==> config.mk <==
export PLATFORM = sky130hd
export DESIGN_NAME = elevator_ctrl
export DESIGN_NICKNAME = d
export VERILOG_FILES = /design/src/floor_pkg.sv /design/src/car_io_pkg.sv /design/src/elevator_ctrl.sv /design/src/car_command.sv /design/src/floor_select.sv /design/src/call_register.sv
export VERILOG_INCLUDE_DIRS = /design/src
export SDC_FILE = /design/constraint.sdc
export NUM_CORES = 1
export LEC_CHECK = 0
export BUFFER_PORTS_ARGS = -buffer_cell sky130_fd_sc_hd__buf_2
export CAP_MARGIN = 20
export CORE_UTILIZATION = 45
export DETAILED_ROUTE_END_ITERATION = 6
export PLACE_DENSITY = 0.78
export SLEW_MARGIN = 5
export SYNTH_ARGS = -nofsm -noshare
export SYNTH_HDL_FRONTEND = slang
export SYNTH_SLANG_ARGS = --single-unit
==> constraint.sdc <==
create_clock -name clock -period 3.3 [get_ports clock]
set_input_delay 0.495 -clock clock [delete_from_list [all_inputs] [get_ports clock]]
set_output_delay 0.495 -clock clock [all_outputs]
set_load 0.03 [all_outputs]
==> src/elevator_params.svh <==
// Global sizing macros for the elevator request controller

`ifndef ELEVATOR_PARAMS_SVH
`define ELEVATOR_PARAMS_SVH

////////////////////
// Building size
////////////////////

// Number of served floors, counted from zero
`define NUM_FLOORS 11

// Bits needed for one floor number
`define FLOOR_W 4

// Highest legal floor number
`define TOP_FLOOR (`NUM_FLOORS - 1)

`endif
==> src/floor_pkg.sv <==
// Floor package with floor numbers, per-floor masks and travel direction

`include "elevator_params.svh"

package floor_pkg;

    ////////////////////
    // Floor types
    ////////////////////

    // Floor number, ground floor is zero
    typedef logic [`FLOOR_W-1:0] floor_t;

    // One bit per served floor, bit 0 is the ground floor
    typedef logic [`NUM_FLOORS-1:0] floor_mask_t;

    ////////////////////
    // Direction
    ////////////////////

    // Travel direction of the car
    typedef enum logic {
        DIR_DOWN = 1'b0,
        DIR_UP   = 1'b1
    } direction_t;

endpackage

==> src/car_io_pkg.sv <==
// Car I/O package with the button bank, car status, lamp bank and move command

package car_io_pkg;

    import floor_pkg::*;

    ////////////////////
    // Inputs
    ////////////////////

    // All buttons and switches of the car, active high
    typedef struct packed {
        floor_mask_t hall_calls;     // Call buttons at the landings
        floor_mask_t panel_buttons;  // Destination buttons in the car
        logic        door_open;
        logic        door_close;
        logic        emergency;
        logic        power;          // Main power switch
    } button_bank_t;

    // Status reported by the motion controller
    typedef struct packed {
        floor_t current_floor;
        logic   moving;
    } car_status_t;

    ////////////////////
    // Outputs
    ////////////////////

    // Lamps behind the hall and panel buttons
    typedef struct packed {
        floor_mask_t call_lamps;
        floor_mask_t panel_lamps;
    } lamp_bank_t;

    // One move order for the motion controller
    typedef struct packed {
        floor_t     target_floor;
        direction_t dir;
    } move_cmd_t;

endpackage

==> src/elevator_ctrl.sv <==
// Elevator request controller top joining call register, selector and command stage

`timescale 1ns/10ps

module elevator_ctrl (
    input  logic                      clock,
    input  logic                      reset_n,
    input  car_io_pkg::button_bank_t  buttons,
    input  car_io_pkg::car_status_t   status,
    input  logic                      move_ack,
    output car_io_pkg::lamp_bank_t    lamps,
    output car_io_pkg::move_cmd_t     move_cmd,
    output logic                      move_req,
    output logic                      door_open_allowed,
    output logic                      door_close_allowed
);

    import car_io_pkg::*;

    move_cmd_t target;
    logic      target_valid;
    logic      move_issued;

    // Button presses into lamps
    call_register call_register_i (
        .clock   (clock),
        .reset_n (reset_n),
        .buttons (buttons),
        .status  (status),
        .lamps   (lamps)
    );

    // Next floor from the lamps
    floor_select floor_select_i (
        .clock        (clock),
        .reset_n      (reset_n),
        .lamps        (lamps),
        .status       (status),
        .move_issued  (move_issued),
        .target       (target),
        .target_valid (target_valid)
    );

    // Handshake with the motion controller
    car_command car_command_i (
        .clock              (clock),
        .reset_n            (reset_n),
        .buttons            (buttons),
        .status             (status),
        .target             (target),
        .target_valid       (target_valid),
        .move_ack           (move_ack),
        .move_cmd           (move_cmd),
        .move_req           (move_req),
        .move_issued        (move_issued),
        .door_open_allowed  (door_open_allowed),
        .door_close_allowed (door_close_allowed)
    );

endmodule

==> src/car_command.sv <==
// Move command issuer with a four-phase req/ack handshake and registered door permits

`timescale 1ns/10ps

module car_command (
    input  logic                      clock,
    input  logic                      reset_n,
    input  car_io_pkg::button_bank_t  buttons,
    input  car_io_pkg::car_status_t   status,
    input  car_io_pkg::move_cmd_t     target,
    input  logic                      target_valid,
    input  logic                      move_ack,
    output car_io_pkg::move_cmd_t     move_cmd,
    output logic                      move_req,
    output logic                      move_issued,
    output logic                      door_open_allowed,
    output logic                      door_close_allowed
);

    import car_io_pkg::*;
    import floor_pkg::*;

    typedef enum logic [1:0] {
        CMD_IDLE,
        CMD_REQ,
        CMD_RELEASE
    } cmd_state_t;

    cmd_state_t state;
    logic       car_ready;

    ////////////////////
    // Launch condition
    ////////////////////

    // Car parked, powered and not in emergency
    assign car_ready = !status.moving && buttons.power && !buttons.emergency;

    // Strobe for the edge that raises move_req
    assign move_issued = (state == CMD_IDLE) && target_valid && car_ready && !move_ack;

    ////////////////////
    // Handshake FSM
    ////////////////////

    always_ff @(posedge clock or negedge reset_n) begin
        if (!reset_n) begin
            state    <= CMD_IDLE;
            move_req <= 1'b0;
        end else begin
            case (state)
                CMD_IDLE: begin
                    if (move_issued) begin
                        move_req <= 1'b1;
                        state    <= CMD_REQ;
                    end
                end
                CMD_REQ: begin
                    // Hold the request until the controller takes it
                    if (move_ack) begin
                        move_req <= 1'b0;
                        state    <= CMD_RELEASE;
                    end
                end
                CMD_RELEASE: begin
                    if (!move_ack) begin
                        state <= CMD_IDLE;
                    end
                end
                default: begin
                    move_req <= 1'b0;
                    state    <= CMD_IDLE;
                end
            endcase
        end
    end

    // Command payload is frozen for the whole request
    always_ff @(posedge clock) begin
        if (move_issued) begin
            move_cmd <= target;
        end
    end

    ////////////////////
    // Door permits
    ////////////////////

    always_ff @(posedge clock or negedge reset_n) begin
        if (!reset_n) begin
            door_open_allowed  <= 1'b0;
            door_close_allowed <= 1'b0;
        end else begin
            door_open_allowed  <= buttons.door_open && !status.moving && buttons.power;
            door_close_allowed <= buttons.door_close && !status.moving && buttons.power;
        end
    end

    a_cmd_stable: assert property (
        @(posedge clock) disable iff (!reset_n)
        move_req ##1 move_req |-> $stable(move_cmd)
    ) else $error("move_cmd changed while move_req was high");

    a_req_after_ack_low: assert property (
        @(posedge clock) disable iff (!reset_n)
        $rose(move_req) |-> !$past(move_ack)
    ) else $error("move_req rose while move_ack was still high");

endmodule

==> src/floor_select.sv <==
// Target selector picking the next floor and direction from the lit lamps

`timescale 1ns/10ps

`include "elevator_params.svh"

module floor_select (
    input  logic                     clock,
    input  logic                     reset_n,
    input  car_io_pkg::lamp_bank_t   lamps,
    input  car_io_pkg::car_status_t  status,
    input  logic                     move_issued,
    output car_io_pkg::move_cmd_t    target,
    output logic                     target_valid
);

    import car_io_pkg::*;
    import floor_pkg::*;

    floor_mask_t pending;
    floor_mask_t above_mask;
    floor_mask_t below_mask;
    floor_t      lowest_above;
    floor_t      highest_below;
    logic        any_above;
    logic        any_below;
    direction_t  last_dir;

    ////////////////////
    // Pending requests
    ////////////////////

    assign pending = lamps.call_lamps | lamps.panel_lamps;

    // Split the requests around the current floor
    always_comb begin
        above_mask = '0;
        below_mask = '0;
        for (int i = 0; i < `NUM_FLOORS; i++) begin
            if (floor_t'(i) > status.current_floor) begin
                above_mask[i] = pending[i];
            end
            if (floor_t'(i) < status.current_floor) begin
                below_mask[i] = pending[i];
            end
        end
    end

    // Nearest request on each side
    always_comb begin
        lowest_above  = '0;
        highest_below = '0;
        for (int i = `NUM_FLOORS - 1; i >= 0; i--) begin
            if (above_mask[i]) begin
                lowest_above = floor_t'(i);
            end
        end
        for (int i = 0; i < `NUM_FLOORS; i++) begin
            if (below_mask[i]) begin
                highest_below = floor_t'(i);
            end
        end
    end

    assign any_above = |above_mask;
    assign any_below = |below_mask;

    ////////////////////
    // Selection
    ////////////////////

    // Keep going up while something is above, else prefer going down
    always_comb begin
        if (last_dir == DIR_UP && any_above) begin
            target.target_floor = lowest_above;
            target.dir          = DIR_UP;
        end else if (any_below) begin
            target.target_floor = highest_below;
            target.dir          = DIR_DOWN;
        end else begin
            target.target_floor = lowest_above;
            target.dir          = DIR_UP;
        end
    end

    assign target_valid = any_above | any_below;

    always_ff @(posedge clock or negedge reset_n) begin
        if (!reset_n) begin
            last_dir <= DIR_UP;
        end else if (move_issued) begin
            last_dir <= target.dir;
        end
    end

    // Motion controller must report a served floor
    a_floor_in_range: assert property (
        @(posedge clock) disable iff (!reset_n)
        status.current_floor <= `TOP_FLOOR
    ) else $error("current floor %0d out of range", status.current_floor);

endmodule

==> src/call_register.sv <==
// Call register that latches hall and panel presses into lamps and clears them on arrival

`timescale 1ns/10ps

`include "elevator_params.svh"

module call_register (
    input  logic                      clock,
    input  logic                      reset_n,
    input  car_io_pkg::button_bank_t  buttons,
    input  car_io_pkg::car_status_t   status,
    output car_io_pkg::lamp_bank_t    lamps
);

    import car_io_pkg::*;

    lamp_bank_t lamps_next;
    logic       floor_lit;

    ////////////////////
    // Lamp update
    ////////////////////

    always_comb begin
        lamps_next = lamps;
        for (int i = 0; i < `NUM_FLOORS; i++) begin
            // New presses only count with the car powered and no emergency
            if (buttons.power && !buttons.emergency &&
                status.current_floor != `FLOOR_W'(i)) begin
                if (buttons.hall_calls[i]) begin
                    lamps_next.call_lamps[i] = 1'b1;
                end
                if (buttons.panel_buttons[i]) begin
                    lamps_next.panel_lamps[i] = 1'b1;
                end
            end
            // Car standing here serves both requests
            if (buttons.power && !status.moving &&
                status.current_floor == `FLOOR_W'(i)) begin
                lamps_next.call_lamps[i]  = 1'b0;
                lamps_next.panel_lamps[i] = 1'b0;
            end
        end
    end

    always_ff @(posedge clock or negedge reset_n) begin
        if (!reset_n) begin
            lamps <= '0;
        end else begin
            lamps <= lamps_next;
        end
    end

    ////////////////////
    // Checks
    ////////////////////

    // Either lamp of the floor the car is at
    assign floor_lit = lamps.call_lamps[status.current_floor] |
                       lamps.panel_lamps[status.current_floor];

    // A stopped car never sees its own floor light up
    a_no_lamp_at_stop: assert property (
        @(posedge clock) disable iff (!reset_n)
        !status.moving ##1 (!status.moving && $stable(status.current_floor))
            |-> !$rose(floor_lit)
    ) else $error("lamp lit at floor %0d with the car stopped", status.current_floor);

endmodule

==> results.md <==
- DR DRC count: 0
- Commonest non-fill, non-tap cell in the layout: buf_2
- CTS tree: built
- Reg2reg end: car_command_i.move_cmd[2]$_DFFE_PP_
- Layout Nets: 323
- Minimum clock period: 2.35 ns
- Met1 usage: 28.4%
- Critical R2R Launch: call_register_i.lamps[1]$_DFFE_PN0P_
- First-pass GRT wire length: 7890 µm
- Outcome: finished, final reports clean
- Die height: 68.0 µm
- Leakage: 1.00 nW
- Clock Latency Late Sink: 0.29 ns
- CP endpoint kind: flop
- Vias in the first global route: 1739
- Met3 GRT Util: 7.33%
- CTS max path bufs: 2
- Die X: 68.0 µm
- Grt total ovfl: 0
- Reg2Reg Depth: 5
- Htree depth: 2
- Finished Core Util: 58.8%
- DRT antenna net count: 0
- Final Skew: 0.00648 ns
- Cts repair resizes: 0
- Seq/Total Area, Yosys: 43.5%
- Netlist Area Pre-Place: 0.00196 mm²
- Root buf cell: clkbuf_8
- Global Route met2 Usage: 38.0%
- GR peak layer: met2
- Pins Over Slew Limit: 0
- Syn_area_per_cell: 8.59 µm²
- Setup violators final: 0
- CTS clock-pin slew for the worst setup and hold paths: 0.07 ns
- Number of synthesized register bits: 33
- Post-CTS setup buffer count: 0
- Setup slack, reg-to-reg: 1.07 ns
- Synthesized instance count: 228
- Initial Util: 47.9%
- Post-CTS Hold Buffers: 0
- CTS Buf Count: 5
- GP Congestion: 0.881
- Final period util: 71.2%
- Type of origin of the critical path: input port
- Fin area: 0.00240 mm²
- Critical path type: input port to flop
- GRT Total Usage: 23.4%
- 1st-iter DRT viols: 110
- Synth cell types: 50
- WL/cell: 14.2 µm
- Max_cap viols: 0
- Final hold vios: 0
- Antenna diodes: 0
- WP data arrival: 2.30 ns
- Syn-to-layout area delta: 22.5%
- Full die area: 0.00462 mm²
- I/O Buffers: 63
- Clock Sinks: 33
- Detailed-placement wirelength estimate: 3700 µm
- Routed WL: 4810 µm
- Worst Max-Slew Pin Slew: 0.635 ns
- RSZ-0062 raised after global routing: false
- Cell area power density: 483 mW/mm²
- DR vias: 1917
- Initial antenna violation count: 0
- Max-slew headroom: 57.7%
- Syn nets: 262
- Critical path fanouts, max: 18
- Most frequent cells in the layout: buf_2 (63), nor2_1 (53), dfrtp_1 (27)
- Worst vdd rail ir drop: 0.290 mV
- Layout cell share with drive strength beyond 1: 29.7%
- Largest net degree at the start of global routing: 29
- Row count: 23
- First-pass DRT Iterations: 4
- F_max: 425 MHz
- Ports: 64
- Worst EP required: 3.25 ns
- YS warnings: 0
- Worst hold path type: input port to async pin
- Vias per cell: 5.64
- Placed Area: 0.00228 mm²
- Setup TNS: 0 ns
- Core area: 0.00409 mm²
[critical path, stage by stage]
cell,delay [ns]
buf_2,0.19
nor4_2,0.54
a222oi_1,0.28
nand4_2,0.22
and4b_1,0.23
nor2_1,0.33
[stage by stage]
step / hold WS, ns / power, mW / setup slack [ns] / cells
after global routing: 0.266 / 1.22 / 0.698 / 340
after floorplan: 0.199 / 0.677 / 1.01 / 228
after global placement: 0.483 / 0.762 / 0.752 / 332
final: 0.216 / 1.16 / 0.950 / 340
after CTS: 0.239 / 1.17 / 0.959 / 340
after detailed placement: 0.516 / 0.767 / 0.674 / 332
[cells by family after synthesis]
family	count (synthesis)	synth area share, %
DFF	33	43.5
muxes	2	1.02
buffers and inverters	13	3.58
xor gates and xnor gates	1	0.447
and+or+nand+nor	113	28.7
AOI/OAI and AO/OA	66	22.8
[area by class of cell]
class,instances,area [µm²]
clock buffer,6,82.6
inverter,4,15.0
tap,50,62.6
clock inverter,2,36.3
fill,373,1690
timing repair buffer,63,315
multi-input combinational,182,1040
sequential,33,852
[where the power goes]
group,total (mW),internal (mW),switching (mW)
Clock,0.399,0.246,0.153
Sequential,0.484,0.452,0.0319
Combinational,0.277,0.0905,0.186
[per-layer routing]
layer / vias up / share of wire (%)
li1: 942 / -
met1: 900 / 45
met2: 65 / 47
met3: 10 / 5.7
met4: 0 / 1.9
met5: - / 0
[cell usage after synthesis (all sizes together)]
master | n | area (µm²)
nor2 | 53 | 199
dfrtp | 27 | 676
a21oi | 25 | 125
nand2 | 13 | 48.8
nor3 | 13 | 81.3
o21ai | 12 | 60.1
or2 | 8 | 50.1
nand2b | 7 | 43.8
buf | 6 | 43.8
edfxtp | 5 | 150
inv | 4 | 15.0
a211oi | 3 | 27.5
a221oi | 3 | 26.3
a31oi | 3 | 18.8
and2 | 3 | 18.8
clkbuf | 3 | 11.3
nand3 | 3 | 15.0
nor4 | 3 | 25.0
a21o | 2 | 15.0
a22o | 2 | 17.5
a2bb2oi | 2 | 17.5
mux2i | 2 | 20.0
nand3b | 2 | 15.0
nand4 | 2 | 18.8
nor2b | 2 | 12.5
o21ba | 2 | 20.0
o22ai | 2 | 12.5
o32a | 2 | 20.0
a222oi | 1 | 10.0
a22oi | 1 | 7.51
a311oi | 1 | 8.76
a32oi | 1 | 27.5
and3b | 1 | 8.76
and4 | 1 | 8.76
and4b | 1 | 10.0
dfstp | 1 | 26.3
o211ai | 1 | 7.51
o2bb2ai | 1 | 8.76
o311ai | 1 | 8.76
o31ai | 1 | 7.51
or3 | 1 | 6.26
xor2 | 1 | 8.76
[sequential cells by signal, indices dropped and copies added, names as in the netlist]
name                              count
floor_select_i.last_dir               1
car_command_i.door_open_allowed       1
car_command_i.move_cmd                5
call_register_i.lamps                22
car_command_i.state                   2
car_command_i.move_req                1
car_command_i.door_close_allowed      1
[worst max path at each step]
stage,to,cells after the start,start
after floorplan,car_command_i.move_cmd[0]$_DFFE_PP_,6,status[2]
after global placement,car_command_i.move_cmd[1]$_DFFE_PP_,6,status[2]
after detailed placement,car_command_i.move_cmd[1]$_DFFE_PP_,6,status[2]
after CTS,car_command_i.move_cmd[4]$_DFFE_PP_,6,status[2]
after global routing,car_command_i.move_cmd[0]$_DFFE_PP_,6,status[2]
final,car_command_i.move_cmd[2]$_DFFE_PP_,6,status[2]
No activity file was read; power rests on OpenSTA's default activity.
